==> config.mk <==
export PLATFORM = sky130hd
export DESIGN_NAME = vis_bank_ram
export DESIGN_NICKNAME = d
export VERILOG_FILES = /design/src/corr_pkg.sv /design/src/apb_pkg.sv /design/src/vis_bank_ram.sv
export VERILOG_INCLUDE_DIRS = /design/src
export SDC_FILE = /design/constraint.sdc
export NUM_CORES = 2
export LEC_CHECK = 0
export ABC_CLOCK_PERIOD_IN_PS = 3800
export BUFFER_PORTS_ARGS = -buffer_cell sky130_fd_sc_hd__buf_2
export CORE_MARGIN = 2
export CORE_UTILIZATION = 30
export DETAILED_ROUTE_END_ITERATION = 8
export GPL_TIMING_DRIVEN = 0
export PLACE_DENSITY_LB_ADDON = 0.15
export SLEW_MARGIN = 20
export SYNTH_ARGS = -nofsm -noshare
export SYNTH_HDL_FRONTEND = slang
export SYNTH_SLANG_ARGS = --single-unit
==> constraint.sdc <==
create_clock -name clk_x -period 3.8 [get_ports clk_x]
set_input_delay 0.57 -clock clk_x [delete_from_list [all_inputs] [get_ports clk_x]]
set_output_delay 0.57 -clock clk_x [all_outputs]
set_load 0.01 [all_outputs]
==> src/corr_config.svh <==
`ifndef CORR_CONFIG_SVH
`define CORR_CONFIG_SVH

// --------------------
// array geometry
// --------------------

// antennas feeding every block, one bit per antenna per component
`define CORR_ANT 8

// pairs visited by one multiply-accumulate unit per frame
`define CORR_PAIRS_PER_BLK 14

// peer correlator blocks, 28 pairs over the whole array
`define CORR_NBLK 2

// --------------------
// accumulation
// --------------------

`define CORR_ACCUM 16      // bits per real or imaginary sum, wraps on overflow

`define CORR_INT_LEN 16    // frames per integration before a dump

`endif

==> src/corr_pkg.sv <==
`default_nettype none

`include "corr_config.svh"

package corr_pkg;

   localparam int NPAIRS = `CORR_PAIRS_PER_BLK * `CORR_NBLK;   // 28 pairs in all

   typedef logic [$clog2(`CORR_ANT)-1:0] ant_idx_t;
   typedef logic [$clog2(NPAIRS)-1:0]    pair_idx_t;        // global pair, 5 bits

   // one sample per antenna, bit set means +1, clear means -1
   typedef struct packed {
      logic [`CORR_ANT-1:0] re;
      logic [`CORR_ANT-1:0] im;
   } frame_t;

   typedef logic signed [`CORR_ACCUM-1:0] acc_t;

   typedef struct packed {
      acc_t re;   // real sum
      acc_t im;   // imaginary sum
   } vis_t;

   // record handed from a block through the arbiter into the memory
   typedef struct packed {
      pair_idx_t pair;
      vis_t      vis;
   } vis_wr_t;

   typedef struct packed {
      ant_idx_t a;
      ant_idx_t b;   // always a < b
   } pair_t;

   // every a<b in lexicographic order, block g/14 owns slot g%14
   localparam pair_t pair_table [NPAIRS] = '{
      '{3'd0, 3'd1}, '{3'd0, 3'd2}, '{3'd0, 3'd3}, '{3'd0, 3'd4}, '{3'd0, 3'd5},
      '{3'd0, 3'd6}, '{3'd0, 3'd7}, '{3'd1, 3'd2}, '{3'd1, 3'd3}, '{3'd1, 3'd4},
      '{3'd1, 3'd5}, '{3'd1, 3'd6}, '{3'd1, 3'd7}, '{3'd2, 3'd3}, '{3'd2, 3'd4},
      '{3'd2, 3'd5}, '{3'd2, 3'd6}, '{3'd2, 3'd7}, '{3'd3, 3'd4}, '{3'd3, 3'd5},
      '{3'd3, 3'd6}, '{3'd3, 3'd7}, '{3'd4, 3'd5}, '{3'd4, 3'd6}, '{3'd4, 3'd7},
      '{3'd5, 3'd6}, '{3'd5, 3'd7}, '{3'd6, 3'd7}
   };

endpackage

`default_nettype wire

==> src/apb_pkg.sv <==
`default_nettype none

`include "corr_config.svh"

package apb_pkg;

   typedef logic [7:0]  apb_addr_t;   // byte address
   typedef logic [31:0] apb_data_t;

   // --------------------
   // register map
   // --------------------
   // word 2g is the real part of pair g, word 2g+1 the imaginary part
   localparam int VIS_WORDS = 2 * `CORR_PAIRS_PER_BLK * `CORR_NBLK;   // 56

   localparam apb_addr_t STATUS_ADDR = 8'hE0;              // completed integrations
   localparam apb_addr_t ADDR_END    = STATUS_ADDR + 8'd4; // first unmapped byte

   typedef logic [5:0] word_idx_t;   // paddr[7:2]

   typedef enum logic {
      WORD_RE = 1'b0,
      WORD_IM = 1'b1
   } word_sel_e;

endpackage

`default_nettype wire

==> src/vis_bank_ram.sv <==
`timescale 1ns/10ps
`default_nettype none

module vis_bank_ram import corr_pkg::*, apb_pkg::*; (
   input  wire logic      clk_x,
   input  wire logic      rst,
   input  wire logic      we_i,
   input  wire vis_wr_t   rec_i,
   input  wire word_idx_t rd_word_i,     // combinational from paddr
   output apb_data_t      rd_data_o,
   output logic [15:0]    int_count_o
);

   localparam int EXT = $bits(apb_data_t) - $bits(acc_t);   // sign-extension bits

   vis_t      bank_mem [2][NPAIRS];   // [bank][pair]
   logic      fill_q;                 // bank taking writes
   pair_idx_t wr_cnt_q;
   pair_idx_t rd_pair;
   word_sel_e rd_sel;
   vis_t      rd_vis;
   acc_t      rd_half;

   // --------------------
   // fill side
   // --------------------
   always_ff @(posedge clk_x) begin
      if (we_i)
         bank_mem[fill_q][rec_i.pair] <= rec_i.vis;
   end

   // 28th write closes the set, flip and count
   always_ff @(posedge clk_x) begin
      if (rst) begin
         fill_q      <= 1'b0;
         wr_cnt_q    <= '0;
         int_count_o <= '0;
      end else if (we_i) begin
         if (wr_cnt_q == pair_idx_t'(NPAIRS - 1)) begin
            wr_cnt_q    <= '0;
            fill_q      <= ~fill_q;
            int_count_o <= int_count_o + 16'd1;
         end else begin
            wr_cnt_q <= wr_cnt_q + 1'b1;
         end
      end
   end

   // --------------------
   // read side
   // --------------------
   assign rd_pair = pair_idx_t'(rd_word_i >> 1);
   assign rd_sel  = word_sel_e'(rd_word_i[0]);

   always_comb begin
      rd_vis  = (rd_pair < NPAIRS) ? bank_mem[~fill_q][rd_pair] : '0;   // completed bank
      rd_half = (rd_sel == WORD_IM) ? rd_vis.im : rd_vis.re;
   end

   always_ff @(posedge clk_x) begin
      rd_data_o <= {{EXT{rd_half[$bits(acc_t)-1]}}, rd_half};
   end

endmodule

`default_nettype wire

# After elaboration in Yosys (flattened, before gate mapping)
# Memory sizes are Yosys's and may differ from the RTL's.
# Index checks and enable logic that the tools add are counted.
word_totals:
  memories: 1
  elab_cells: 27
  regBits: 38
  ramBits: 1792
op_classes:
  n_addsub: 2
  muxes: 10
  order_cmp: 4
  eq_ne: 1
  reduce_logical: 2
  bitwise: 3
mem_list:
  columns: ["memory", "words", "word_bits", "rd", "rd_clocked_by_memory_dff", "wr", "line", "rtl"]
  rows:
  - ["bank_mem", 2, 896, 1, 0, 1, "vis_bank_ram.sv:16", "vis_t bank_mem [2][NPAIRS];"]
op_table:
  columns: ["cell", "count"]
  rows:
  - ["$mux W896", 1]
  - ["$bmux W32 S5", 1]
  - ["$demux W32 S5", 1]
  - ["$mux W32", 4]
  - ["$add A16 B1 Y16 const B", 1]
  - ["$mux W16", 1]
  - ["$ge A6 B6 Y1 const B", 2]
  - ["$not A5 Y6", 2]
  - ["$lt A6 B1 Y1 const B", 1]
  - ["$add A5 B1 Y5 const B", 1]
  - ["$eq A5 B5 Y1 const B", 1]
  - ["$lt A5 B5 Y1 const B", 1]
  - ["$mux W5", 1]
  - ["$reduce_and A2 Y1", 1]
  - ["$logic_and A1 B1 Y1", 1]
  - ["$mux W1", 1]
  - ["$not A1 Y1", 1]

# Logic depth before layout (Yosys ltp)
# An unclocked memory read counts as a cell.
logic_depth:
  ltp_word: 7
  depth_mapped: 12
  mapped_depth_nobuf: 7

# Worst setup path after synthesis
# No wires, ideal clock.
synth_timing:
  path_type: "register -> register"
  startpoint: "register fill_q"
  endpoint: "memory bank_mem[1][0] (netlist name), enable pin"
  arrival_ns: 3.048
  path_buffers: 7
  required_time_ns: 3.379
  period_less_slack_ns: 3.469
  stages_incl_launch_ff: 10
  path_slack_ns: 0.331
  cell_sequence: "dfxtp_1 buf_4 buf_8 buf_12 buf_12 buf_6 buf_4 buf_2 nand4_1 nor2_1"
synth_rtl:
  columns: ["element", "line", "rtl"]
  rows:
  - ["start, declared", "vis_bank_ram.sv:17", "logic fill_q;"]
  - ["start signal, assigned", "vis_bank_ram.sv:41", "fill_q <= ~fill_q;"]
  - ["end, declared", "vis_bank_ram.sv:16", null]
# Straight into the memory's write port.

# Worst setup path after layout
layout_timing:
  startpoint: "input port rd_word_i[1]"
  endpoint: "register rd_data_o[4]"
layout_between:
  elab_chain_cells: 6
  elab_cells_between_ends: 7
layout_rtl:
  columns: ["element", "line", "rtl"]
  rows:
  - ["start, declared", "vis_bank_ram.sv:9", "input wire word_idx_t rd_word_i,"]
  - ["$not A5 Y6", "vis_bank_ram.sv:56", "rd_vis = (rd_pair < NPAIRS) ? bank_mem[~fill_q][rd_pair] : '0;"]
  - ["$bmux W32 S5", "vis_bank_ram.sv:56", null]
  - ["$mux W32 (not written as such) (2 in series)", "vis_bank_ram.sv:56", null]
  - ["$mux W32 (*)", "vis_bank_ram.sv:56", null]
  - ["$mux W16 (*)", "vis_bank_ram.sv:57", "rd_half = (rd_sel == WORD_IM) ? rd_vis.im : rd_vis.re;"]
  - ["via rd_half[4]", "vis_bank_ram.sv:22", "acc_t rd_half;"]
  - ["end signal, assigned", "vis_bank_ram.sv:61", "rd_data_o <= {{EXT{rd_half[$bits(acc_t)-1]}}, rd_half};"]
  - ["end, declared", "vis_bank_ram.sv:10", "output apb_data_t rd_data_o,"]
# The timed path passes the listed nets; every way through them passes the cells marked *. The select of a mux whose other input is x is not followed.
# A chain may end at the register's enable or synchronous reset.

==> results.yml <==
status:
  status: "finished with violations"
  violations: "negative setup slack"
floorplan:
  core_um2: 233000
  io_pins: 94
  design.die.area_um2: 238600
  std_cell_rows: 177
  die_h_um: 488.5
  fp.dieW_um: 488.5
  initial_utilization: 0.3023
synthesis:
  synthCells: 3298
  synth_top_area_frac: 0.7641
  synthFlopType: "edfxtp_1"
  synth_area_um2: 70420
  yosys_warnings: 0
  synth.most_common_cell: "edfxtp_1"
  syn_area_per_cell_um2: 21.35
  syn_nets: 3346
  synth_edf_count: 1792
  ys_seq_elements: 1830
  ys_types: 55
  synth.yosys.seq_area_share: 0.7749
  yosysTopAreaCell: "edfxtp_1"
  synth.area.top_cells: "edfxtp_1, mux4_2, mux2i_1"
  synthTopCellsByCount: "edfxtp_1, mux4_2, mux2i_1"
  async_reset_ff_frac: 0
timing:
  hold_viol_final: 0
  tns_ns: -0.1189
  period_share: 1.024
  clock_skew_ns: 0.05062
  max_slew_margin: 0.1627
  fin_hold_ws_ns: 0.2294
  tightest_slew_ns: 1.256
  fmax_ghz: 0.2571
  setup_viol: 2
  fin_ws_ns: -0.08939
  fin_crit_ns: 3.889
  maxSlewViolCount: 0
clocking:
  cts_buffers: 199
  clockRootBuffer: "clkbuf_16"
  cts_max_level: 4
  cts_max_path_buffers: 3
  clock_latency_ns: 0.86
  cts_tree: "built"
  cts_num_sinks: 1830
  clkTransAtPathRegs_ns: 0.06
final_layout:
  instances_no_fill: 7082
  final_nets: 3826
  fillCellCount: 21460
  syn2layout_area_growth_pct: 21.14
  drive_above_1_share: 0.2959
setup_path:
  cp-end-kind: "flop"
  worst-path-max-fanout: 10
  crit_type: "input pin to flop"
  crit_path_max_incr_delay_ns: 0.97
  critPathSlowestCell: "a21oi_1"
  path_cells: "buf_4, buf_4, buf_4, buf_2, buf_1, a21oi_1, a21oi_1, o211ai_1, o21ai_0"
  critPathLaunchType: "input pin"
  cp_common_cell: "buf_4"
  required_ns: 4.54
  crit_family: "buffers and inverters"
  arrival_ns: 4.63
  crit_buf_inv: 5
power_and_ir_drop:
  ir_drop_uv: 341.3
  power_per_cell_area_nw_per_um2: 502.0
  power_leakage_uw: 0.02671
  clkPwrFrac: 0.433
  intPower_uw: 33190
  netSwitchingPower_uw: 9641
  p_sw_frac: 0.2251
  combPwrFrac: 0.045
  finalPower_uw: 42830
  seq_power_share: 0.521
global_route:
  antenna_found_initial: 29
  grt_max_degree: 57
  grt_pass1_wl_um: 345500
  grtUsageTotal: 0.2174
  grt_pass1_vias: 36610
  overflow: 0
drt:
  via_per_inst: 5.325
  wl_per_cell_um: 36.93
  postRouteAntennaNets: 0
  drt_iter0_drc: 5135
  drc: 0
  routed_wl_um: 261500
  num_vias: 37710
  drtPass1Iterations: 5
placement:
  hpwl_um: 177300
  place_inst: 6653
  port_buffers: 86
  gp_congestion: 0.8319
job:
  drv_cap: 0
hold_path:
  hp-class: "input pin to flop"
-- repair_timing --
item | CTS | global route
setup endpoints to repair | 1114 | 70
pin swaps | 28 | 3
resized for setup | 20 | 2
endpoints found under the hold margin | 2 | 0
hold buffers | 1 | 0
setup buffers | 46 | 10
cloned | 0 | 0
-- cell usage in the layout (no fill, tap or decap), drive strengths merged, types with 2 or more instances in the layout --
cell type	count
nand4	7
or3	5
o32ai	9
a31oi	28
ha	2
mux2	11
a211oi	2
buf	426
a2111oi	3
a221oi	21
o22ai	15
xnor2	8
mux2i	246
mux4	383
a311oi	5
bufinv	5
o21ai	59
o211ai	9
nor2	116
nor2b	12
clkinv	65
nand3	29
dfxtp	38
and3	9
o2111ai	13
nor3	12
nand2b	3
o21bai	3
a22oi	53
nand3b	3
diode	9
inv	15
a21oi	61
o221ai	4
nand2	110
edfxtp	1792
clkbuf	333
and2	5
xor2	10
-- metal layers --
metal | global-route usage | share of wire | up-vias
li1 | - | - | 14770
met3 | 0.03201 | 0.067 | 401
met2 | 0.3478 | 0.47 | 1704
met4 | 0.07184 | 0.036 | 14
met1 | 0.3035 | 0.43 | 20820
met5 | 0 | 0.00036 | -
-- final cells by class --
| type | count | area [um^2] | share of cell area |
|---|---|---|---|
| clock buffer | 285 | 5498 | 0.06444 |
| sequential | 1830 | 54570 | 0.6397 |
| tap | 3132 | 3919 | 0.04594 |
| multi-input combinational | 1265 | 15200 | 0.1781 |
| inverter | 7 | 26.28 | 0.0003080 |
| buffer | 195 | 1192 | 0.01398 |
| antenna | 9 | 22.52 | 0.0002640 |
| clock inverter | 79 | 620.6 | 0.007275 |
| timing repair buffer | 280 | 4263 | 0.04997 |
-- kinds of logic after synthesis --
logic type                 count (synthesis)  synth area share
DFF                                     1830            0.7749
adders and majority gates                  2         0.0003553
muxes                                    640            0.1592
xor gates and xnor gates                  18          0.002239
AOI/OAI and AO/OA                        289           0.02685
and+or+nand+nor                          316           0.01949
buffers and inverters                    203           0.01695
-- worst reg2reg max path: cells and delay by family (launching register included) --
kind                   cells  cell delay (ns)
AO/OA/AOI/OAI              2             0.90
buffers and inverters      6             1.73
flip-flops                 1             0.32
AND/OR/NAND/NOR            1             0.12
multiplexers               1             0.59
-- through the flow --
step / cell area, um^2 / utilization / worst slack [ns]
2_1_floorplan: 70420 / - / 0.3308
3_3_place_gp: 74770 / 0.3209 / -4.150
3_5_place_dp: 78510 / 0.3370 / -1.337
4_1_cts: 85110 / 0.3653 / 0.004796
5_1_grt: 85290 / 0.3661 / -0.001120
6_report: 85310 / 0.3662 / -0.08939
-- final timing paths --
| check | startpoint | to | slack (ns) | cells past startpoint |
|---|---|---|---|---|
| min | we_i | wr_cnt_q[0] | 0.23 | 3 |
| max reg2reg | fill_q | rd_data_o[6] | -0.03 | 10 |
| min reg2reg | int_count_o[5] | int_count_o[5] | 0.51 | 2 |
| max | rd_word_i[1] | rd_data_o[4] | -0.09 | 9 |
-- sequential cells by signal, indices dropped and copies added, names as in the netlist --
name and flops:
wr_cnt_q 5, bank_mem 1792, int_count_o 16, fill_q 1, rd_data_o 16
-- power groups by stage --
stage          combinational [uW]  sequential [uW]  clock (uW)
6_report                     1950            22300       18600
4_1_cts                      1940            22300       18900
2_1_floorplan                 712            22800           0
3_3_place_gp                 1840            22800           0
5_1_grt                      2010            22300       19600
3_5_place_dp                 1930            22800           0
No activity file was read; power rests on OpenSTA's default activity.
