$ cat config.mk
export PLATFORM = sky130hd
export DESIGN_NAME = apb_vis_port
export DESIGN_NICKNAME = d
export VERILOG_FILES = /design/src/apb_pkg.sv /design/src/apb_vis_port.sv
export VERILOG_INCLUDE_DIRS = /design/src
export SDC_FILE = /design/constraint.sdc
export NUM_CORES = 1
export LEC_CHECK = 0
export BUFFER_PORTS_ARGS = -buffer_cell sky130_fd_sc_hd__buf_2
export CORE_ASPECT_RATIO = 1.5
export CORE_MARGIN = 4
export CORE_UTILIZATION = 35
export CTS_BUF_LIST = sky130_fd_sc_hd__clkbuf_8
export CTS_CLUSTER_SIZE = 40
export DETAILED_ROUTE_END_ITERATION = 16
export HOLD_SLACK_MARGIN = 0.06
export PLACE_DENSITY = 0.9
export REMOVE_ABC_BUFFERS = 1
export SLEW_MARGIN = 20
export SYNTH_ARGS = -nofsm -noshare
export SYNTH_HDL_FRONTEND = slang
export SYNTH_SLANG_ARGS = --single-unit
$ cat constraint.sdc
create_clock -name clk_x -period 2.9 [get_ports clk_x]
set_clock_uncertainty 0.2 [all_clocks]
set_input_delay 0.435 -clock clk_x [delete_from_list [all_inputs] [get_ports clk_x]]
set_output_delay 0.435 -clock clk_x [all_outputs]
set_load 0.02 [all_outputs]
$ cat src/corr_config.svh
`ifndef CORR_CONFIG_SVH
`define CORR_CONFIG_SVH

// --------------------
// array geometry
// --------------------

// antennas feeding every block, one bit per antenna per component
`define CORR_ANT 8

// pairs visited by one multiply-accumulate unit per frame
`define CORR_PAIRS_PER_BLK 14

// peer correlator blocks, 28 pairs over the whole array
`define CORR_NBLK 2

// --------------------
// accumulation
// --------------------

`define CORR_ACCUM 16      // bits per real or imaginary sum, wraps on overflow

`define CORR_INT_LEN 16    // frames per integration before a dump

`endif

$ cat src/apb_pkg.sv
`default_nettype none

`include "corr_config.svh"

package apb_pkg;

   typedef logic [7:0]  apb_addr_t;   // byte address
   typedef logic [31:0] apb_data_t;

   // --------------------
   // register map
   // --------------------
   // word 2g is the real part of pair g, word 2g+1 the imaginary part
   localparam int VIS_WORDS = 2 * `CORR_PAIRS_PER_BLK * `CORR_NBLK;   // 56

   localparam apb_addr_t STATUS_ADDR = 8'hE0;              // completed integrations
   localparam apb_addr_t ADDR_END    = STATUS_ADDR + 8'd4; // first unmapped byte

   typedef logic [5:0] word_idx_t;   // paddr[7:2]

   typedef enum logic {
      WORD_RE = 1'b0,
      WORD_IM = 1'b1
   } word_sel_e;

endpackage

`default_nettype wire

$ cat src/apb_vis_port.sv
`timescale 1ns/10ps
`default_nettype none

module apb_vis_port import apb_pkg::*; (
   input  wire logic        clk_x,
   input  wire logic        rst,
   input  wire logic        psel_i,
   input  wire logic        penable_i,
   input  wire logic        pwrite_i,
   input  wire apb_addr_t   paddr_i,
   input  wire apb_data_t   pwdata_i,     // visibilities are read only
   output apb_data_t        prdata_o,
   output logic             pready_o,
   output logic             pslverr_o,
   output word_idx_t        rd_word_o,
   input  wire apb_data_t   rd_data_i,    // one cycle behind rd_word_o
   input  wire logic [15:0] int_count_i
);

   typedef enum logic {
      ST_IDLE,   // setup or first access cycle
      ST_ACK     // second access cycle, pready high
   } st_e;

   st_e         st_q;
   logic        err_q;      // decoded at the first access cycle
   logic        is_stat_q;
   logic [15:0] stat_q;     // count sampled for this access
   logic        acc_start;

   assign rd_word_o = word_idx_t'(paddr_i[7:2]);
   assign acc_start = psel_i && penable_i && (st_q == ST_IDLE);

   // --------------------
   // wait-state FSM
   // --------------------
   always_ff @(posedge clk_x) begin
      if (rst) begin
         st_q      <= ST_IDLE;
         err_q     <= 1'b0;
         is_stat_q <= 1'b0;
      end else begin
         case (st_q)
            ST_IDLE: if (acc_start)
               st_q <= ST_ACK;
            ST_ACK:
               st_q <= ST_IDLE;   // one wait state, then done
            default: st_q <= ST_IDLE;
         endcase
         if (acc_start) begin
            err_q     <= pwrite_i || (paddr_i >= ADDR_END);
            is_stat_q <= (paddr_i[7:2] == STATUS_ADDR[7:2]);
         end
      end
   end

   always_ff @(posedge clk_x) begin
      if (acc_start)
         stat_q <= int_count_i;
   end

   // --------------------
   // response
   // --------------------
   assign pready_o  = (st_q == ST_ACK);
   assign pslverr_o = (st_q == ST_ACK) && err_q;

   always_comb begin
      prdata_o = '0;
      if (st_q == ST_ACK && !err_q) begin
         if (is_stat_q)
            prdata_o = apb_data_t'(stat_q);    // zero-extended count
         else if (int'(rd_word_o) < VIS_WORDS)
            prdata_o = rd_data_i;
      end
   end

endmodule

`default_nettype wire

-- Word-level counts from Yosys, hierarchy flattened
Cells that the tools add are included.
- flip-flop bits (word level): 19
- input bits: 93
- output and inout port bits: 40
- logic and storage cells: 19
- $lt $le $gt $ge: 2
- eq/ne operators: 1
- mux-type cells: 5
- bitwise logic cells: 1
- reductions and logical operators: 6
- operators by type and width (operator ; count):
    32-bit two-way mux ; 3
    8-bit greater-or-equal comparator (second input constant) ; 1
    6-bit equality test (second input constant) ; 1
    6-bit < comparator (second input constant) ; 1
    1-bit logical AND ; 4
    1-bit case mux with 2 select lines ; 1
    1-bit zero test ; 1
    1-bit logical OR ; 1
    1-bit two-way mux ; 1
    1-bit inverter ; 1

-- Longest topological paths before layout
Gate-level depths: netlist (run 1).
- word-level depth: 4
- depth in mapped cells: 5
- depth with buffers taken out: 4

-- Least setup slack after synthesis (run 1)
No wires, ideal clock.
- path kind: register to output
- start point: reg st_q, in the netlist pready_o
- end point: out prdata_o[16]
- arrival time: 1214 ps
- required time: 2265 ps
- path slack: 1051 ps
- cell stages (with the launch flop): 6
- path buffers: 2
- cells stage by stage: dfxtp_1 nand2b_1 buf_6 nor3_4 buf_6 and2_1
- word-level cells in the longest chain between the ends: 2
- RTL lines (element ; line ; source):
    start, declared ; apb_vis_port.sv:25 ; st_e st_q;
    start signal, assigned ; apb_vis_port.sv:39 ; st_q <= ST_IDLE;
    start signal, assigned ; apb_vis_port.sv:45 ; st_q <= ST_ACK;
    start signal, assigned ; apb_vis_port.sv:47 ; st_q <= ST_IDLE;
    1-bit logical AND ; apb_vis_port.sv:70 ; if (st_q == ST_ACK && !err_q) begin
    32-bit two-way mux ; apb_vis_port.sv:70 ;
    end, declared ; apb_vis_port.sv:12 ; output apb_data_t prdata_o,
No other way between the ends.

-- Final worst setup path (run 1)
- start point: reg is_stat_q
- end point: out prdata_o[8]
- word-level cells in the longest chain between the ends: 2
- RTL lines (element ; line ; source):
    start, declared ; apb_vis_port.sv:27 ; logic is_stat_q;
    start signal, assigned ; apb_vis_port.sv:52 ; is_stat_q <= (paddr_i[7:2] == STATUS_ADDR[7:2]);
    32-bit two-way mux ; apb_vis_port.sv:71 ; if (is_stat_q)
    32-bit two-way mux ; apb_vis_port.sv:70 ;
No other way between the ends.

==> results.md, run 1 <==
- Synth Register Bits: 19
- Core Util, Final: 0.5530
- Row count: 23
- Final Hold Fails: 0
- Grt total ovfl: 0
- Worst path slowest cell: dfxtp_1
- Clock period minus worst slack: 2.374 ns
- Final Cell Area: 1528 µm²
- Vias per cell: 4.516
- CTS H-tree lvls: 1
- CP Data Required Time: 2.27 ns
- Initial Utilization: 0.3741
- Core area: 2763 µm²
- Sequential share of the synthesized area: 0.5230
- Root Buffer: clkbuf_8
- TritonCTS clock tree: yes
- Routability cong.: 0.7803
- Post-Syn Area: 1033 µm²
- Pin count of the biggest net entering global routing: 20
- Fillcell total: 265
- Async set-reset flop share out of synthesis: 0
- DP Area: 1483 µm²
- Max-slew violations: 0
- Fraction of layout instances using a drive strength above 1: 0.5645
- Die W: 52.37 µm
- CP cell instances: a31oi_4 -> a22oi_1 -> nor2_1 -> buf_2
- Leading area contributor after synthesis: edfxtp_1
- Flop-to-flop setup slack: 1.26 ns
- Synth unique cells: 21
- Outcome: finished, final reports clean
- Period Utilization, post-route: 0.8186
- Initial antenna violation count: 0
- Remaining DRCs: 0
- Routed vias: 1,007
- Drt first-iter violations: 29
- Setup Buffers After CTS: 0
- Post-DP HPWL: 2444 µm
- Reg-to-reg critical path endpoint: is_stat_q
- Hold Path Depth: 1
- Number of CTS-inserted buffers: 3
- Synthesis-to-layout area growth: 47.82%
- Max-Cap Viols: 0
- HP Start: int_count_i[2]
- WL final: 3049 µm
- Setup CP Type: register to output pin
- Clock Path Buffers: 2
- Number of global-route vias before repair: 977
- DR pass1 iterations: 4
- Post-CTS Hold Buffers: 0
- Reg-to-Reg Start: pready_o
- Static Leak: 0.0008062 µW
- First-pass GRT wire length: 4422 µm
- Worst hold path type: input pin to register
- Nets: 280
- Slew headroom: 0.5018
- Fmax: 421.3 MHz
- Fin Setup TNS: 0 ns
- Routed wire per std cell: 13.67 µm
- PD cells: 391.9 nW/µm²
- Slew at the pin closest to its max-slew limit: 0.7462 ns
- CTS resizes: 0
- GRT Overall Usage: 0.1511
- Die H: 74.55 µm
- Skew-Pair Late Insertion Delay: 0.24 ns
- Syn_area_per_cell: 10.88 µm²
- Unrepaired setup endpoints after global routing: no
- Post-Synthesis Cells: 95
- Ports: 133
- Top_reg_cell synth: edfxtp_1
- DIE AREA: 3904 µm²
- Clock sink total: 19
- Post-synth top area share: 0.4649
- Port bufs: 98
- WP data arrival: 1.74 ns
- Post-route antenna net violation count: 0
- Yosys warning count: 0
- N_diodes: 0
- Hold EP: stat_q[2]
- Final setup violation count: 0
- Worst-case reg-to-reg path depth: 4
- EDFF count, synth: 16
- Worst-path maximum fanout: 19
- Critical path capture point type: output pin
- Peak supply drop: 0.0003548 V
- Synth area leaders: edfxtp_1 (46%), a22oi_1 (12%), and2_1 (10%)
- Largest stage delay, worst path: 0.55 ns
- Startpoint types: register
- Worst-case hold slack: 0.1603 ns
- CTS clock-pin slew for the worst setup and hold paths: 0.07 ns
-- synthesized netlist by cell type (all sizes together), types with 3 or more instances --
cell type and n:
and2 17, buf 11, edfxtp 16, nor3 3, a22oi 16, nor2 18, dfxtp 3
-- routing by layer --
layer / GRT usage / wire, µm / vias to the layer above
li1: - / - / 514
met1: 0.1901 / 1157 / 428
met2: 0.2610 / 1528 / 63
met3: 0.02204 / 326 / 2
met4: 0.05114 / 36 / 0
met5: 0 / 0 / -
-- cell families after synthesis --
kind of cell / Yosys count / synth area share
flops: 19 / 0.5230
compound gates: 19 / 0.1489
simple gates: 44 / 0.2324
buf+inv: 13 / 0.09563
-- power breakdown --
part           switching (µW)  internal, µW  total, µW
clock network            78.5          93.7        172
logic                    60.5          52.7        113
registers                4.11           309        313
total                     143           456        599
-- sequential cells by signal (all words and copies together) (netlist names) --
register,count
err_q,1
pready_o,1
is_stat_q,1
stat_q,16
-- layout make-up --
cell class	instances	area, µm²	share of cell area
Clock buffer	3	41.29	0.02703
Clock inverter	1	3.754	0.002457
Inverter	1	3.754	0.002457
Multi-Input combinational cell	63	394.1	0.2580
Sequential cell	19	540.5	0.3538
Tap cell	37	46.29	0.03030
Timing Repair Buffer	99	498.0	0.3260
-- critical path, delay by kind of cell (launching register included) --
family	cells	cell delay, ns
DFF	1	0.55
buffers and inverters	1	0.18
and+or+nand+nor	1	0.13
AOI/OAI and AO/OA	2	0.64
-- cells in the final DEF (no fill, tap or decap), types with 2 or more instances in the layout --
| cell type | Yosys | layout |
|---|---|---|
| dfxtp_1 | 3 | 3 |
| buf_2 | 1 | 98 |
| and2_1 | 17 | 17 |
| a22oi_1 | 16 | 16 |
| nor3_1 | 2 | 2 |
| edfxtp_1 | 16 | 16 |
| nor2_1 | 18 | 18 |
| clkbuf_8 | 0 | 3 |
| inv_1 | 1 | 2 |
-- per-stage QoR --
step	total power, µW	setup slack, ns	std cells
final	598.8	0.5262	223
after global routing	628.8	0.3460	223
after CTS	606.1	0.4870	223
after detailed placement	433.3	0.7550	219
after global placement	430.1	0.7745	219
after floorplan	363.6	0.8657	83
-- how the worst max path moves through the flow --
| stage | start | to | slack (ns) |
|---|---|---|---|
| floorplan | pready_o | prdata_o[16] | 0.87 |
| global placement | is_stat_q | prdata_o[12] | 0.77 |
| detailed placement | is_stat_q | prdata_o[7] | 0.75 |
| CTS | is_stat_q | prdata_o[7] | 0.49 |
| global route | is_stat_q | prdata_o[8] | 0.35 |
| finish | is_stat_q | prdata_o[8] | 0.53 |
(Power assumes the default switching activity.)
==> run 2, diff against run 1 <==
CORE_UTILIZATION = 29   (was 35)
PLACE_DENSITY = 0.79   (was 0.9)
clock period = 2 ns   (was 2.9 ns; I/O delays follow)
==> run 2 against run 1 <==
Flip-flop and latch count stayed put. Clock power up 49%. First-iteration DRC count up 52%. Worst setup slack worse by 0.39 ns. Worst hold slack improved by 0.0012 ns. Register-to-register slack worse by 0.67 ns. Critical path depth is 1 higher. Largest power group unchanged. Cell count is 13% higher.
==> results.md, run 2 (synthesis results as in run 1) <==
- Outcome: finished, final reports clean
- Multi-input logic area: 394.1 µm² (unchanged)
- Die W: 56.74 µm (+8.3%)
- Grt total ovfl: 0 (unchanged)
- Hold Path Depth: 4 (+3)
- Routed vias: 1,149 (+14%)
- Static Leak: 0.0009107 µW (+13%)
- CP Data Required Time: 1.50 ns (-0.77 ns)
- Routed wire per std cell: 13.66 µm (about the same)
- Fillcell total: 323 (+22%)
- Part of the power in registers: 0.498 (-0.025)
- Critical path capture point type: output pin
- GRT Overall Usage: 0.1501 (-0.0009182)
- First-pass GRT wire length: 5388 µm (+22%)
- WL final: 3429 µm (+12%)
- Number of global-route vias before repair: 1,199 (+23%)
- Combinational power share: 0.220 (+0.031)
- Initial antenna violation count: 0 (unchanged)
- WP data arrival: 1.37 ns (-0.37 ns)
- Initial Utilization: 0.3026 (-0.07153)
- Skew-Pair Late Insertion Delay: 0.25 ns (about the same)
- Fraction of layout instances using a drive strength above 1: 0.5311 (-0.03342)
- Unrepaired setup endpoints after global routing: no
- Post-route antenna net violation count: 0 (unchanged)
- Most common cell after layout, fill and taps aside: buf_2
- Drt first-iter violations: 44 (+52%)
- DIE AREA: 4602 µm² (+18%)
- Clock Path Buffers: 2 (unchanged)
- Peak supply drop: 0.0004846 V (+37%)
- Fin Setup TNS: 0 ns (unchanged)
- PD cells: 517.8 nW/µm² (+32%)
- Row count: 26 (+13%)
- Port bufs: 98 (unchanged)
- CP cell instances: nand2b_1 -> nor3_4 -> buf_4 -> and2_1 -> buf_2
- Final setup violation count: 0 (unchanged)
- Startpoint types: register
- Final Hold Fails: 0 (unchanged)
- Die H: 81.12 µm (+8.8%)
- CTS clock-pin slew for the worst setup and hold paths: 0.07 ns (about the same)
- Psw: 221.6 µW (+55%)
- N_diodes: 0 (unchanged)
- Max-Cap Viols: 0 (unchanged)
- Vias per cell: 4.578 (+1.4%)
- Sw Ratio: 0.2436 (+0.004611)
- Max reg flops: 16 (unchanged)
- Top reg by flops: stat_q
- Core area: 3416 µm² (+24%)
- Most frequent cells in the layout: buf_2 (98), nor2_1 (18), and2_1 (17), dlygate4sd3_1 (17)
- Worst hold path type: input pin to register
- Setup CP Type: register to output pin
- Clock sink total: 19 (unchanged)
- Reg area: 540.5 µm² (unchanged)
- DR pass1 iterations: 4 (unchanged)
- Remaining DRCs: 0 (unchanged)
- Number of CTS-inserted buffers: 3 (unchanged)
- Worst path slowest cell: dfxtp_1
- Fmax: 535.7 MHz
- Worst-path maximum fanout: 6 (-13)
- Power Internal: 688.1 µW (+51%)
- Slew at the pin closest to its max-slew limit: 0.2505 ns (-0.4957 ns)
- Core Util, Final: 0.5143 (-0.03870)
- Clk network pwr share: 0.282 (-0.005)
- Pin count of the biggest net entering global routing: 19 (-5.0%)
- Routability cong.: 0.7593 (-2.7%)
- Post-DP HPWL: 2690 µm (+10%)
- CTS H-tree lvls: 1 (unchanged)
- Ports: 133 (unchanged)
- Slew headroom: 0.8328 (+0.3309)
- Worst-case reg-to-reg path depth: 5 (+1)
- Period Utilization, post-route: 0.9334
- Nets: 303 (+8.2%)
- Root Buffer: clkbuf_8
- Synthesis-to-layout area growth: 69.98%
- Max-slew violations: 0 (unchanged)
- Clock period minus worst slack: 1.867 ns
- Largest stage delay, worst path: 0.32 ns (-0.23 ns)
- TritonCTS clock tree: yes
-- run 2: cell type report --
class                           instances  share of cell area
Tap cell                               42             0.02991
Sequential cell                        19              0.3077
Inverter                                1            0.002137
Clock buffer                            3             0.02350
Timing Repair Buffer                  122              0.4103
Multi-Input combinational cell         63              0.2244
Clock inverter                          1            0.002137
-- run 2: worst paths after layout --
check / slack, ns / end / start
max: 0.13 / prdata_o[27] / err_q
min reg2reg: 0.31 / err_q / err_q
max reg2reg: 0.59 / is_stat_q / pready_o
min: 0.16 / is_stat_q / paddr_i[2]
-- run 2: critical path, delay by kind of cell, from the launching register on --
kind / cells / cell delay, ns
DFF: 1 / 0.32
and+or+nand+nor: 3 / 0.48
buffers and inverters: 2 / 0.32
-- run 2: metrics by stage --
stage / instance area (µm²) / hold slack, ns / instances / setup slack [ns] / total power, µW
finish: 1757 / 0.1615 / 251 / 0.1332 / 909.7
detailed placement: 1519 / 0.2781 / 228 / 0.09615 / 633.9
global placement: 1519 / 0.2761 / 228 / 0.1043 / 630.6
floorplan: 938.4 / 0.1691 / 83 / 0.1007 / 527.2
CTS: 1749 / 0.1594 / 251 / 0.06861 / 919.7
global route: 1757 / 0.2016 / 251 / 0.004543 / 961.5
-- run 2: timing repair --
action / 4_1_cts / 5_1_grt
hold endpoints to repair: 19 / 0
resized for setup: 0 / 2
hold buffers: 17 / 0
buffers inserted: 2 / 0
pin swaps: 1 / 1
setup endpoints to repair: 2 / 17
-- run 2: metal layers --
layer | global-route usage | wire length, µm | up-vias
li1 | - | - | 564
met1 | 0.1407 | 1104 | 506
met2 | 0.3125 | 1937 | 79
met3 | 0.04134 | 387 | 0
met4 | 0.03480 | 0 | 0
met5 | 0 | 0 | -
-- run 2: power groups by stage --
stage                     Sequential, µW  Combinational [µW]  Clock, µW
after global placement               461                 169          0
after floorplan                      462                65.3          0
after detailed placement             462                 172          0
final                                453                 200        256
after global routing                 455                 219        287
after CTS                            453                 200        266
