$ cat src/corr_config.svh
`ifndef CORR_CONFIG_SVH
`define CORR_CONFIG_SVH

// --------------------
// array geometry
// --------------------

// antennas feeding every block, one bit per antenna per component
`define CORR_ANT 8

// pairs visited by one multiply-accumulate unit per frame
`define CORR_PAIRS_PER_BLK 14

// peer correlator blocks, 28 pairs over the whole array
`define CORR_NBLK 2

// --------------------
// accumulation
// --------------------

`define CORR_ACCUM 16      // bits per real or imaginary sum, wraps on overflow

`define CORR_INT_LEN 16    // frames per integration before a dump

`endif

$ cat src/corr_pkg.sv
`default_nettype none

`include "corr_config.svh"

package corr_pkg;

   localparam int NPAIRS = `CORR_PAIRS_PER_BLK * `CORR_NBLK;   // 28 pairs in all

   typedef logic [$clog2(`CORR_ANT)-1:0] ant_idx_t;
   typedef logic [$clog2(NPAIRS)-1:0]    pair_idx_t;        // global pair, 5 bits

   // one sample per antenna, bit set means +1, clear means -1
   typedef struct packed {
      logic [`CORR_ANT-1:0] re;
      logic [`CORR_ANT-1:0] im;
   } frame_t;

   typedef logic signed [`CORR_ACCUM-1:0] acc_t;

   typedef struct packed {
      acc_t re;   // real sum
      acc_t im;   // imaginary sum
   } vis_t;

   // record handed from a block through the arbiter into the memory
   typedef struct packed {
      pair_idx_t pair;
      vis_t      vis;
   } vis_wr_t;

   typedef struct packed {
      ant_idx_t a;
      ant_idx_t b;   // always a < b
   } pair_t;

   // every a<b in lexicographic order, block g/14 owns slot g%14
   localparam pair_t pair_table [NPAIRS] = '{
      '{3'd0, 3'd1}, '{3'd0, 3'd2}, '{3'd0, 3'd3}, '{3'd0, 3'd4}, '{3'd0, 3'd5},
      '{3'd0, 3'd6}, '{3'd0, 3'd7}, '{3'd1, 3'd2}, '{3'd1, 3'd3}, '{3'd1, 3'd4},
      '{3'd1, 3'd5}, '{3'd1, 3'd6}, '{3'd1, 3'd7}, '{3'd2, 3'd3}, '{3'd2, 3'd4},
      '{3'd2, 3'd5}, '{3'd2, 3'd6}, '{3'd2, 3'd7}, '{3'd3, 3'd4}, '{3'd3, 3'd5},
      '{3'd3, 3'd6}, '{3'd3, 3'd7}, '{3'd4, 3'd5}, '{3'd4, 3'd6}, '{3'd4, 3'd7},
      '{3'd5, 3'd6}, '{3'd5, 3'd7}, '{3'd6, 3'd7}
   };

endpackage

`default_nettype wire

$ cat src/correlator_block.sv
`timescale 1ns/10ps
`default_nettype none

`include "corr_config.svh"

module correlator_block import corr_pkg::*; #(
   parameter int BLK_ID = 0      // picks this block's slice of pair_table
) (
   input  wire logic    clk_x,
   input  wire logic    rst,
   input  wire logic    frame_vld_i,   // already qualified by frame_rdy
   input  wire frame_t  frame_i,
   output logic         idle_o,
   output logic         wr_req_o,
   input  wire logic    wr_gnt_i,
   output vis_wr_t      wr_rec_o
);

   localparam int NSLOT = `CORR_PAIRS_PER_BLK;
   localparam int BASE  = BLK_ID * NSLOT;          // first global pair
   localparam int FCW   = $clog2(`CORR_INT_LEN);

   typedef logic [$clog2(NSLOT)-1:0] slot_t;

   localparam slot_t          LAST_SLOT = slot_t'(NSLOT - 1);
   localparam logic [FCW-1:0] LAST_FRM  = FCW'(`CORR_INT_LEN - 1);

   typedef enum logic [2:0] {
      S_IDLE,
      S_RUN,        // one slot issued per cycle
      S_DRAIN,      // let the last writes land
      S_DUMP_RD,    // read and zero one entry
      S_DUMP_REQ    // hold the record until granted
   } state_e;

   state_e         state_q;
   slot_t          slot_q;            // shared by MAC sweep and dump
   slot_t          slot1_q, slot2_q;  // slot in add and write-back stage
   logic [FCW-1:0] frm_cnt_q;
   logic           v1_q, v2_q;        // add and write-back stage valid
   logic [NSLOT-1:0] live_q;          // entry written since reset

   frame_t frame_q;
   vis_t   scratch [NSLOT];
   vis_t   rd_q;
   logic   rd_live_q;
   vis_t   sum_q;
   vis_t   acc;
   pair_t  pr;
   acc_t   re_inc, im_inc;

   // one-bit sample to +1 / -1
   function automatic acc_t pm1(input logic b);
      return b ? acc_t'(1) : acc_t'(-1);
   endfunction

   // --------------------
   // add stage
   // --------------------
   // x_a * conj(x_b), products of +-1 are an xnor of the sign bits
   always_comb begin
      pr     = pair_table[BASE + int'(slot1_q)];
      acc    = rd_live_q ? rd_q : '0;   // untouched entries count as zero
      re_inc = pm1(frame_q.re[pr.a] ~^ frame_q.re[pr.b])
             + pm1(frame_q.im[pr.a] ~^ frame_q.im[pr.b]);
      im_inc = pm1(frame_q.im[pr.a] ~^ frame_q.re[pr.b])
             - pm1(frame_q.re[pr.a] ~^ frame_q.im[pr.b]);
   end

   // --------------------
   // sequencer
   // --------------------
   always_ff @(posedge clk_x) begin
      if (rst) begin
         state_q   <= S_IDLE;
         slot_q    <= '0;
         frm_cnt_q <= '0;
         v1_q      <= 1'b0;
         v2_q      <= 1'b0;
         live_q    <= '0;
      end else begin
         v1_q <= (state_q == S_RUN);   // a read issues every run cycle
         v2_q <= v1_q;
         if (v2_q)
            live_q[slot2_q] <= 1'b1;
         case (state_q)
            S_IDLE: if (frame_vld_i) begin
               state_q <= S_RUN;
               slot_q  <= '0;
            end
            S_RUN: if (slot_q == LAST_SLOT) begin
               slot_q <= '0;
               if (frm_cnt_q == LAST_FRM) begin   // integration complete
                  frm_cnt_q <= '0;
                  state_q   <= S_DRAIN;
               end else begin
                  frm_cnt_q <= frm_cnt_q + 1'b1;
                  state_q   <= S_IDLE;
               end
            end else begin
               slot_q <= slot_q + 1'b1;
            end
            S_DRAIN: if (!v1_q && !v2_q)
               state_q <= S_DUMP_RD;
            S_DUMP_RD:
               state_q <= S_DUMP_REQ;
            S_DUMP_REQ: if (wr_gnt_i) begin
               if (slot_q == LAST_SLOT) begin
                  slot_q  <= '0;
                  state_q <= S_IDLE;
               end else begin
                  slot_q  <= slot_q + 1'b1;
                  state_q <= S_DUMP_RD;
               end
            end
            default: state_q <= S_IDLE;
         endcase
      end
   end

   // --------------------
   // scratch pipeline
   // --------------------
   always_ff @(posedge clk_x) begin
      if (state_q == S_IDLE && frame_vld_i)
         frame_q <= frame_i;
      if (state_q != S_DUMP_REQ) begin   // record stays put while waiting
         rd_q      <= scratch[slot_q];
         rd_live_q <= live_q[slot_q];
      end
      slot1_q  <= slot_q;
      slot2_q  <= slot1_q;
      sum_q.re <= acc.re + re_inc;   // wraps
      sum_q.im <= acc.im + im_inc;
      if (v2_q)
         scratch[slot2_q] <= sum_q;
      else if (state_q == S_DUMP_RD)
         scratch[slot_q] <= '0;       // cleared for the next integration
   end

   assign idle_o   = (state_q == S_IDLE);
   assign wr_req_o = (state_q == S_DUMP_REQ);

   always_comb begin
      wr_rec_o.pair = pair_idx_t'(BASE + int'(slot_q));
      wr_rec_o.vis  = acc;
   end

endmodule

`default_nettype wire

$ cat config.mk
export PLATFORM = sky130hd
export DESIGN_NAME = correlator_block
export DESIGN_NICKNAME = d
export VERILOG_FILES = /design/src/corr_pkg.sv /design/src/correlator_block.sv
export VERILOG_INCLUDE_DIRS = /design/src
export SDC_FILE = /design/constraint.sdc
export NUM_CORES = 1
export LEC_CHECK = 0
export BUFFER_PORTS_ARGS = -buffer_cell sky130_fd_sc_hd__buf_2
export CAP_MARGIN = 20
export CELL_PAD_IN_SITES_DETAIL_PLACEMENT = 1
export CELL_PAD_IN_SITES_GLOBAL_PLACEMENT = 1
export CORE_ASPECT_RATIO = 0.8
export CORE_MARGIN = 5
export CORE_UTILIZATION = 49
export DETAILED_ROUTE_END_ITERATION = 12
export GPL_TIMING_DRIVEN = 0
export PLACE_DENSITY = 0.76
export SLEW_MARGIN = 20
export SYNTH_ARGS = -nofsm -noshare
export SYNTH_HDL_FRONTEND = slang
export SYNTH_SLANG_ARGS = --single-unit
export TNS_END_PERCENT = 20
$ cat constraint.sdc
create_clock -name clk_x -period 5.3 [get_ports clk_x]
set_input_delay 0.265 -clock clk_x [delete_from_list [all_inputs] [get_ports clk_x]]
set_output_delay 0.265 -clock clk_x [all_outputs]
set_load 0.05 [all_outputs]
After elaboration in Yosys (flattened, before gate mapping)
Memories as Yosys holds them, arrays and structs flattened. A register that Yosys moved wholly into a read port is not among the register bits.
Cells that the tools add are included.
{ "totals": {"mem_bits_rw": 448, "mem_bits_ro": 192, "output_inout_bits": 39, "word_cells": 94, "ff_bits": 84, "memories": 2} }
{ "op_classes": {"n_lt_le_gt_ge": 6, "reduce_logical": 11, "addsub": 6, "mux": 39, "eq_ne": 11, "bitwise_logic": 6} }
{ "memory_table": {"columns": ["memory", "depth", "word_bits", "read_ports", "rd_ports_with_merged_regs", "wr", "line_no", "rtl"], "rows": [
  ["scratch", 14, 32, 1, 1, 1, "correlator_block.sv:44", "vis_t scratch [NSLOT];"],
  ["(name not given)", 32, 6, 1, 0, 0, "correlator_block.sv:62", "pr = pair_table[BASE + int'(slot1_q)];"]
]} }
{ "ops": {"columns": ["op", "n"], "rows": [
  ["$mux 16", 4],
  ["$mux 32", 2],
  ["$add 16x16->16", 3],
  ["$ge 32x6->1 const B", 1],
  ["$not 4->32", 1],
  ["$reduce_or 32->1", 1],
  ["$mux 4", 5],
  ["$sub 16x16->16", 1],
  ["$pmux 3 s5", 1],
  ["$or 14x14->14", 1],
  ["$bmux 1 s3", 4],
  ["$mux 1", 12],
  ["$mux 3", 4],
  ["$mux 6", 2],
  ["$pmux 4 s3", 1],
  ["$lt 4x5->1 const B", 2],
  ["$add 4x1->4 const B", 2],
  ["$eq 4x4->1 const B", 2],
  ["$lt 3x4->1 const B", 2],
  ["$eq 3x2->1 const B", 2],
  ["$bmux 1 s4", 1],
  ["$demux 1 s4", 1],
  ["$ge 4x1->1 const B", 1],
  ["$mux 2", 2],
  ["13 further kinds", 21]
]} }

Depth between registers and ports, before layout
Gate-level depths: netlist of the first run.
{ "depth": {"depth_word": 10, "mapped_depth": 23, "mapped_depth_nobuf": 21} }

Worst setup path after synthesis of the first run
No wires, ideal clock.
{ "synth_timing": {"path_kind": "reg-to-reg", "from": "register slot1_q[0]", "to": "register sum_q[12] (netlist name)", "n_path_buf": 1, "required_ns": 5.174, "path_stages_with_launch": 21, "setup_ns": 0.126, "synth_period_minus_slack_ns": 4.947, "t_arrival_ns": 4.821, "path_slack_ns": 0.353, "path_cell_list": "dfxtp_1 > inv_1 > ha_1 > mux4_2 > a211oi_2 > nor3_2 > or2_4 > xnor2_2 > buf_2 > xor2_1 > ha_1 > ha_1 > a21oi_1 > o21bai_1 > a21oi_1 > o21bai_1 > a21oi_1 > o21bai_1 > a2111oi_0 > nor2_1 > xor2_1"} }
{ "synth_via": {"elab_chain_cells": 10, "word_cells_on_any_way": 18, "cone_classes": "add/sub (2); mux (12); bitwise (3); memory (1)"} }
{ "synth_lines": {"columns": ["item", "line_no", "rtl"], "rows": [
  ["start, declared", "correlator_block.sv:38", "slot_t slot1_q, slot2_q;"],
  ["start signal, assigned", "correlator_block.sv:131", "slot1_q <= slot_q;"],
  ["$not 4->32 (implied by the code) (*)", "correlator_block.sv:62", null],
  ["$mem_v2 32x6 (*)", null, null],
  ["$mux 6 (implied by the code) (*) (2 in series)", "correlator_block.sv:62", null],
  ["$bmux 1 s3, on equally long branches", "correlator_block.sv:66, correlator_block.sv:67", null],
  ["$mux 1, on equally long branches", "correlator_block.sv:66, correlator_block.sv:67", null],
  ["$xnor 1x1->1, on equally long branches", "correlator_block.sv:66, correlator_block.sv:67", null],
  ["$mux 16", "correlator_block.sv:54", "return b ? acc_t'(1) : acc_t'(-1);"],
  ["$sub 16x16->16 (*)", "correlator_block.sv:67", "- pm1(frame_q.re[pr.a] ~^ frame_q.im[pr.b]);"],
  ["$add 16x16->16 (*)", "correlator_block.sv:134", "sum_q.im <= acc.im + im_inc;"],
  ["end, declared", "correlator_block.sv:47", "vis_t sum_q;"]
]} }
Every way passes the cells marked *; elsewhere a longest branch is shown, timed or not. The select of a mux whose other input is x is not followed.
A chain may end at the register's enable or synchronous reset.

Final worst setup path of the first run
{ "layout_timing": {"from": "register slot1_q[1]", "to": "register sum_q[14] (netlist name)"} }
Same word-level chain as after synthesis.

==> results of run 1 <==
-- final cells by class --
cell class	count	share of cell area, %
repair buffers	112	4.36
diodes	2	0.0180
plain buffers	58	0.925
clock inverters	32	1.18
flip-flops and latches	564	58.4
multi-input cells	681	26.7
well taps	629	2.82
clock buffers	70	5.29
inverters	25	0.337
-- flip-flops by register name, summed over array words and instances (netlist names), 3 cells and up --
signal / flops
frame_q: 16
frm_cnt_q: 4
live_q: 14
rd_q: 32
scratch: 448
slot1_q: 4
slot2_q: 4
slot_q: 4
state_q: 3
sum_q: 32
-- layer usage --
metal	global-route usage, %	wire length [um]	vias to the layer above
met1	31.4	25500	7158
met5	0	0	-
met4	8.05	1960	0
li1	-	-	5644
met3	3.65	3610	112
met2	40.3	31700	456
-- cells by family after synthesis --
| family | count (synthesis) | synth area share, % |
|---|---|---|
| muxes | 176 | 14.7 |
| other | 1 | 0.0158 |
| DFF | 564 | 68.5 |
| AOI/OAI and AO/OA | 157 | 4.59 |
| buffers and inverters | 84 | 1.42 |
| adders and majority gates | 62 | 3.27 |
| xor gates and xnor gates | 62 | 2.43 |
| and+or+nand+nor | 223 | 5.08 |
-- power groups by stage --
stage                     Sequential, mW  Clock [mW]  Combinational, mW
after floorplan                     5.74           0               2.62
after global placement              5.79           0               3.42
after detailed placement            5.80           0               3.62
after CTS                           5.71        4.03               3.81
after global routing                5.73        4.25               4.28
final                               5.71        3.97               3.94
-- critical path, stage by stage (launching register included) --
cell and delay [ns]:
dfxtp_2 0.37, inv_2 0.11, ha_1 0.17, inv_1 0.05
mux4_2 0.61, a211oi_4 0.32, nor3_2 0.13, or2_4 0.30
xnor2_4 0.17, buf_6 0.19, xor2_2 0.17, ha_1 0.32
ha_1 0.34, a21o_1 0.21, a21oi_2 0.18, o21bai_1 0.13
a21oi_2 0.17, o21bai_1 0.11, a21oi_2 0.19, o21bai_2 0.11
a2111oi_4 0.38, or3_1 0.16, nand4_1 0.11
-- final timing paths --
check,slack (ns),depth (start not counted),start,endpoint
worst min-delay path,0.33,5,frame_vld_i,slot_q[1]
worst max register to register,0.12,22,slot1_q[1],sum_q[14]
worst min register to register,0.37,0,slot_q[3],slot1_q[3]
worst max-delay path,0.12,22,slot1_q[1],sum_q[14]
-- through the flow --
step           worst slack [ns]  power (mW)
6_report                  0.123        13.6
5_1_grt                 -0.0283        14.3
4_1_cts                 0.00104        13.5
3_5_place_dp              -1.19        9.42
3_3_place_gp              -1.05        9.21
2_1_floorplan             0.353        8.36
-- what timing repair did --
| action | in CTS | in global routing |
|---|---|---|
| hold buffers | 18 | 0 |
| hold endpoints to repair | 20 | 0 |
| buffers inserted | 4 | 7 |
| endpoints found under the setup margin | 15 | 7 |
| gates resized for setup | 29 | 19 |
| pin swaps | 5 | 10 |
-- cell usage in the layout (no fill, tap or decap), types with 17 or more instances in the layout --
cell type      instances
nor2_1                40
buf_2                 58
and2_1                72
nand2_1               18
clkbuf_16             57
dlygate4sd3_1         18
xnor2_1               22
inv_1                 23
xor2_1                35
a21oi_1               42
mux4_2               133
clkbuf_1              49
dfxtp_1               65
mux2_2                33
ha_1                  59
nor3_1                17
edfxtp_1             497
buf_16                21
a21o_1                30
==> impl_metrics.toml, run 1 <==
[outcome]
outcome = "completed"

[placed_design]
dp_hpwl_mm = 40.4
gp_congestion = 0.787
dpl_cell_area_um2 = 25600
dp_cells = 2040
portBuffers = 57

[yosys]
ys_seq_area_share_pct = 68.5
yosys_warnings = 0
synth_top_cell_by_area = "edfxtp_1"
synth_area_leaders = "edfxtp_1 (63%), mux4_2 (13%), dfxtp_1 (5.6%)"
yosys_most_used_dff = "edfxtp_1"
async_reset_ff_share_pct = 0
synth-edff-count = 497
synth_nets = 1411
syn_area_per_cell_um2 = 17.9
yosys-top-cells-count = "edfxtp_1 (497), mux4_2 (133), and2_1 (73)"
synth.distinct_cells = 71
synth-seq-cells = 564
synth_top_cell_area_share_pct = 62.9
synthesis.area_um2 = 23700
syn_inst = 1329
synth_most_common_cell = "edfxtp_1"

[route]
drt_iter0_markers = 1196
first_pass_iters = 5
vias_per_cell = 6.15
post-route-drc-count = 0
num_vias = 13400
avgRoutedWirePerCell_um = 28.9
totalWireLength_mm = 62.8
ant_nets = 0

[global_routing]
overflow = 0
track_usage_pct = 23.6
grt_pass1_wl_mm = 92.5
grt_antenna_before_repair = 4
grt_max_degree = 36
grt_pass1_vias = 14200

[sta]
setup-tns-final_ns = 0
finalSetupViolations = 0
hold_slack_ns = 0.328
max_freq_ghz = 0.193
slew_viol_final = 0
finalHoldViolations = 0
rsz0062_at_grt = "yes"
final.min_clock_period_ns = 5.18
relSlewSlack_pct = 23.9
fin_skew_ns = 0.0268
worst_slew_pin_slew_ns = 1.14
finalCritPeriodShare_pct = 97.7

[power_and_ir_drop]
p_seq_share_pct = 41.9
p_comb_share_pct = 28.9
p_sw_share_pct = 30.6
power.internal_mw = 9.45
cellPowerDensity_nw_per_um2 = 489
leakage_nw = 9.55
p_switching_mw = 4.17
p_clk_share_pct = 29.2
ir_worst_vdd_uv = 221

[clock_network]
cts_made_buffers = 56
clk_latency_ns = 0.61
cts_root_buffer = "clkbuf_16"
clock_sinks = 564
cts-htree-levels = 2
clk_pin_slew_ns = 0.07
ctsLongestPathBuffers = 3
cts_tree = "built"

[floorplanning]
dieArea_um2 = 53000
placementRows = 72
initial_utilization_pct = 49.4
die_width_um = 256
io_pins = 59
die_y_um = 207
core_um2 = 48100

[cells_and_area]
nets = 1580
final_cell_area_um2 = 27900
fill_cells = 4275
finalNonFillerCells = 2173
multi_input_area_um2 = 7440
syn2layout_area_growth_pct = 17.4
utilization_pct = 57.9
layout.area.seq_um2 = 16300
drive_above_1_share_pct = 26.2

[worst_setup_path]
arrival_ns = 5.64
end_kind = "flop"
crit_type = "flop to flop"
crit_path_max_fanout = 6
worst_ep_required_time_ns = 5.76
start_kind = "flop"

[worst_hold_path]
hold_class = "input port to flop"

[flow_run]
cap_violations = 0
(Power assumes the default switching activity.)
==> run 2, diff against run 1 <==
--- a/config.mk
+++ b/config.mk
@@ -8,11 +8,12 @@
 export LEC_CHECK = 0
 export BUFFER_PORTS_ARGS = -buffer_cell sky130_fd_sc_hd__buf_2
 export CAP_MARGIN = 20
-export CELL_PAD_IN_SITES_DETAIL_PLACEMENT = 1
+export CELL_PAD_IN_SITES_DETAIL_PLACEMENT = 0
 export CELL_PAD_IN_SITES_GLOBAL_PLACEMENT = 1
 export CORE_ASPECT_RATIO = 0.8
 export CORE_MARGIN = 5
 export CORE_UTILIZATION = 49
+export CTS_CLUSTER_DIAMETER = 150
 export DETAILED_ROUTE_END_ITERATION = 12
 export GPL_TIMING_DRIVEN = 0
 export PLACE_DENSITY = 0.76
@@ -20,4 +21,4 @@
 export SYNTH_ARGS = -nofsm -noshare
 export SYNTH_HDL_FRONTEND = slang
 export SYNTH_SLANG_ARGS = --single-unit
-export TNS_END_PERCENT = 20
+export TNS_END_PERCENT = 30
==> run 2 against run 1 <==
Against the previous run:
- register-to-register slack better by 0.13 ns
- count of clock-buffer cells in the layout decreased by 3
- hold slack better by 0.020 ns
- clock skew down 0.014 ns
- utilization shrank 0.54 points
- wire length decreased by 15%
- cell area is 0.93% lower
- sequential power barely moved
- highest routed layer is now met5
==> impl_metrics.toml, run 2 (same netlist as run 1, synthesis figures left out) <==
[cells_and_area]
fill_cells = 3668
final_common_cell = "edfxtp_1"
nets = 1570
drive_above_1_share_pct = 25.7
top_regs = "scratch: 448 flops, rd_q: 32 flops, sum_q: 32 flops"
largest_reg_flops = 448
final_cell_area_um2 = 27600
utilization_pct = 57.4
final_cell_mix = "edfxtp_1 (497), mux4_2 (133), and2_1 (72)"
regMostFlops = "scratch"
diodes = 0
finalNonFillerCells = 2157
syn2layout_area_growth_pct = 16.3

[worst_setup_path]
crit_path_max_fanout = 10
end_kind = "flop"
crit_type = "flop to flop"
worst_ep_required_time_ns = 5.80
start_kind = "flop"
arrival_ns = 5.55

[placed_design]
portBuffers = 57
dpl_cell_area_um2 = 25600
gp_congestion = 0.787
dp_cells = 2040
post-place-ws_ns = -0.969
dp_hpwl_mm = 35.6

[sta]
finalHoldViolations = 0
max_freq_ghz = 0.198
slew_viol_final = 0
setup-tns-final_ns = 0
relSlewSlack_pct = 30.0
rsz0062_at_grt = "no"
fin_skew_ns = 0.0129
worst_slew_pin_slew_ns = 1.05
finalSetupViolations = 0
setup_ws_ns = 0.252
finalCritPeriodShare_pct = 95.3
final.min_clock_period_ns = 5.05
hold_slack_ns = 0.348

[clock_network]
clk_pin_slew_ns = 0.06
cts_root_buffer = "clkbuf_16"
cts_made_buffers = 53
clock_sinks = 564
clk_latency_ns = 0.58
cts-htree-levels = 2
ctsLongestPathBuffers = 3
cts_tree = "built"

[floorplanning]
die_width_um = 256
core_um2 = 48100
io_pins = 59
initial_utilization_pct = 49.4
dieArea_um2 = 53000
placementRows = 72
die_y_um = 207

[route]
first_pass_iters = 7
ant_nets = 0
num_vias = 12600
vias_per_cell = 5.85
post-route-drc-count = 0
drt_iter0_markers = 1222
avgRoutedWirePerCell_um = 24.7
totalWireLength_mm = 53.4

[global_routing]
grt_pass1_vias = 12800
grt_max_degree = 36
track_usage_pct = 20.3
grt_pass1_wl_mm = 80.7
grt_antenna_before_repair = 1
overflow = 0

[power_and_ir_drop]
fin_total_pwr_mw = 13.0
ir_worst_vdd_uv = 255
leakage_nw = 9.41
cellPowerDensity_nw_per_um2 = 469

[flow_run]
cap_violations = 0

[worst_hold_path]
hold_class = "input port to flop"

[outcome]
outcome = "completed"
-- run 2: repair_timing --
item	CTS	global route
endpoints found under the hold margin	20	0
pin swaps	3	8
hold buffers	18	0
gates cloned	0	0
gates resized for setup	17	26
setup buffers	4	1
setup endpoints to repair	10	5
-- run 2: worst max-delay path, cell delays in order, from the launching register on --
cell and delay [ns]:
dfxtp_2 0.38, inv_1 0.07, ha_1 0.24, mux4_2 0.58, a211oi_4 0.30, nor3_2 0.11
or2_4 0.27, xnor2_4 0.15, buf_12 0.17, buf_6 0.16, xor2_1 0.17, ha_1 0.31
ha_1 0.34, a21oi_2 0.08, o21bai_1 0.29, a21oi_2 0.12, o21bai_1 0.20, a21oi_2 0.10
o21bai_1 0.28, a2111oi_4 0.14, or3_1 0.38, nand4_1 0.11
-- run 2: report_power, final --
part / total, mW / internal, mW / leakage (nW) / switching, mW
combinational: 3.69 / 1.51 / 3.55 / 2.18
clock: 3.57 / 1.99 / 0.776 / 1.58
sequential: 5.70 / 5.61 / 5.09 / 0.0902
total: 13.0 / 9.11 / 9.41 / 3.85
-- run 2: worst paths after layout --
path                            cells past startpoint    endpoint         from  slack, ns
worst max register to register                     21   sum_q[14]   slot1_q[0]       0.25
worst max-delay path                               21   sum_q[14]   slot1_q[0]       0.25
worst min register to register                      0  slot1_q[2]    slot_q[2]       0.36
worst min-delay path                                5   slot_q[1]  frame_vld_i       0.35
-- run 2: routing by layer --
| layer | track usage (%) | vias to the layer above | share of wire, % |
|---|---|---|---|
| met2 | 32.9 | 393 | 48 |
| met5 | 0 | - | 0.024 |
| met1 | 29.5 | 6548 | 44 |
| met3 | 3.31 | 70 | 6.0 |
| li1 | - | 5611 | - |
| met4 | 4.61 | 2 | 1.9 |
-- run 2: layout make-up --
type / instances / area (um2) / share of cell area [%]
Clock inverter: 28 / 195 / 0.707
Clock buffer: 67 / 1420 / 5.15
Sequential cell: 564 / 16300 / 58.9
Buffer: 58 / 262 / 0.947
Timing Repair Buffer: 105 / 1170 / 4.23
Tap cell: 629 / 787 / 2.85
Inverter: 25 / 93.8 / 0.340
Multi-Input combinational cell: 681 / 7410 / 26.8
==> run 3, diff against run 2 <==
--- a/config.mk
+++ b/config.mk
@@ -16,7 +16,8 @@
 export CTS_CLUSTER_DIAMETER = 150
 export DETAILED_ROUTE_END_ITERATION = 12
 export GPL_TIMING_DRIVEN = 0
-export PLACE_DENSITY = 0.76
+export PLACE_DENSITY_LB_ADDON = 0.1
+export SETUP_SLACK_MARGIN = 0.5
 export SLEW_MARGIN = 20
 export SYNTH_ARGS = -nofsm -noshare
 export SYNTH_HDL_FRONTEND = slang
==> run 3 against run 2 <==
Against the previous run:
- sequential cell count did not move
- power up 4.4%
- via count is 0.59% higher
- utilization grew 1.0 points
- die area is the same
- setup slack gained 0.23 ns
- sequential share of layout area shrank 1.0 points
- cell area increased by 1.8%
- global-route usage up 1.1 points
- hold slack got worse by 0.030 ns
- critical path type unchanged
- largest cell class unchanged
- largest power group unchanged
==> impl_metrics.toml, run 3 (same netlist as run 1, synthesis figures left out) <==
[route]
ant_nets = 0
drt_iter0_markers = 996
avgRoutedWirePerCell_um = 25.7
vias_per_cell = 5.80
first_pass_iters = 5
post-route-drc-count = 0
num_vias = 12700
totalWireLength_mm = 56.2

[power_and_ir_drop]
fin_total_pwr_mw = 13.5
cellPowerDensity_nw_per_um2 = 481
ir_worst_vdd_uv = 315
leakage_nw = 9.67

[sta]
rsz0062_at_grt = "yes"
finalSetupViolations = 0
relSlewSlack_pct = 29.6
setup-tns-final_ns = 0
fin_skew_ns = 0.0116
slew_viol_final = 0
finalHoldViolations = 0
final.min_clock_period_ns = 4.82
worst_slew_pin_slew_ns = 1.06
setup_ws_ns = 0.484
finalCritPeriodShare_pct = 90.9
max_freq_ghz = 0.208

[cells_and_area]
nets = 1598
drive_above_1_share_pct = 29.1
largest_reg_flops = 448
diodes = 0
syn2layout_area_growth_pct = 18.4
utilization_pct = 58.4
regMostFlops = "scratch"
finalNonFillerCells = 2188
final_cell_mix = "edfxtp_1 (497), mux4_2 (133), and2_1 (69)"
final_common_cell = "edfxtp_1"
fill_cells = 3635
top_regs = "scratch: 448 flops, rd_q: 32 flops, sum_q: 32 flops"

[global_routing]
grt_use_met2_pct = 33.3
grt_use_met1_pct = 32.0
grt_max_degree = 35
track_usage_pct = 21.4
grt_pass1_wl_mm = 84.1
use_met3_pct = 3.54
grt_antenna_before_repair = 0
grt_pass1_vias = 13000
overflow = 0
grt-busiest-layer = "met2"

[worst_setup_path]
rrSetupSlack_ns = 0.48
crit_type = "flop to flop"
crit_buf_inv = 2
rr_worst_depth = 21
crit_slowest_cell = "dfxtp_4"
crit_path_max_fanout = 6
start_kind = "flop"
r2r-start = "slot1_q[0]"
path_common_cell = "a21oi_2"
worst_ep_required_time_ns = 5.78
r2r_end = "sum_q[12]"
arrival_ns = 5.29
critPathMaxStageDelay_ns = 0.43
path_delay_family = "compound AO/OA/AOI/OAI gates"
path_cells = "inv_4, ha_4, mux2_4, mux2_4, mux2i_2, a22o_1, buf_4, or3_4, and2_4, ha_1, ha_4, a21o_1, a21oi_2, o21bai_1, a21oi_2, o21bai_1, a21oi_2, o21bai_2, a2111oi_4, nor2_1, xor2_1"
end_kind = "flop"

[clock_network]
clk_pin_slew_ns = 0.06
ctsLongestPathBuffers = 3
cts_tree = "built"
clk_latency_ns = 0.60
cts_made_buffers = 54
cts-htree-levels = 2
clock_sinks = 564
cts_root_buffer = "clkbuf_16"

[worst_hold_path]
min_to = "slot_q[1]"
whs_path_depth = 5
hold_class = "input port to flop"
hold_start = "frame_vld_i"

[floorplanning]
dieArea_um2 = 53000
initial_utilization_pct = 49.4
io_pins = 59
core_um2 = 48100
die_width_um = 256
die_y_um = 207
placementRows = 72

[outcome]
outcome = "completed"

[placed_design]
dp_hpwl_mm = 36.8
dp_cells = 2041
portBuffers = 57
gp_congestion = 0.823
post-place-ws_ns = -0.525

[flow_run]
cap_violations = 0
run 3: cell types whose count changed in the layout (fill, tap and decap cells not counted), sizes merged:
cell / previous run / this run
clkbuf: 108 / 128
buf: 104 / 128
inv: 26 / 25
clkinvlp: 5 / 1
clkinv: 20 / 12
run 3: per-layer routing:
metal / vias up / part of all wire [%]
met4: 0 / 2.1
met5: - / 0
met3: 73 / 5.4
met2: 307 / 46
met1: 6646 / 47
li1: 5672 / -
run 3: layout make-up:
class                           instances  area (um2)  area share [%]
Sequential cell                       564       16300            57.9
Multi-Input combinational cell        681        7550            26.9
Clock buffer                           84        1640            5.84
Timing Repair Buffer                  132        1350            4.79
Tap cell                              629         787            2.80
Buffer                                 58         274           0.975
Clock inverter                         15         129           0.459
Inverter                               25        98.8           0.352
run 3: what timing repair did:
action	in CTS	in global routing
endpoints found under the hold margin	20	0
hold buffers	18	0
gates resized for setup	46	27
setup buffers	21	9
pin swaps	18	17
gates cloned	0	1
setup endpoints to repair	17	8
run 3: where the power goes:
group | total [mW] | switching [mW] | internal (mW)
clock network | 3.84 | 1.62 | 2.22
logic | 3.98 | 2.28 | 1.71
registers | 5.70 | 0.0922 | 5.61
total | 13.5 | 3.99 | 9.54
run 3: stage by stage:
stage	hold slack, ns	cell area (um2)
2_1_floorplan	0.332	23800
3_3_place_gp	0.355	24800
3_5_place_dp	0.361	25600
4_1_cts	0.278	27900
5_1_grt	0.358	28100
6_report	0.318	28100
run 3: worst max path at each step:
stage / startpoint / end / slack, ns / cells after the start
detailed placement: slot1_q[0] / sum_q[12] / -0.52 / 20
global route: slot1_q[0] / sum_q[14] / 0.31 / 24
global placement: slot_q[0] / scratch[13][15] / -1.26 / 5
CTS: slot1_q[1] / sum_q[31] / 0.46 / 20
floorplan: slot1_q[0] / sum_q[30] / 0.52 / 22
finish: slot1_q[0] / sum_q[12] / 0.48 / 21
run 3: worst register-to-register path, cell delays in order (launching register included):
cell and delay (ns):
dfxtp_4 0.43, inv_4 0.06, ha_4 0.17, mux2_4 0.29, mux2_4 0.30, mux2i_2 0.17, a22o_1 0.29, buf_4 0.16
or3_4 0.40, and2_4 0.21, ha_1 0.35, ha_4 0.24, a21o_1 0.21, a21oi_2 0.14, o21bai_1 0.10, a21oi_2 0.15
o21bai_1 0.11, a21oi_2 0.17, o21bai_2 0.11, a2111oi_4 0.38, nor2_1 0.11, xor2_1 0.15
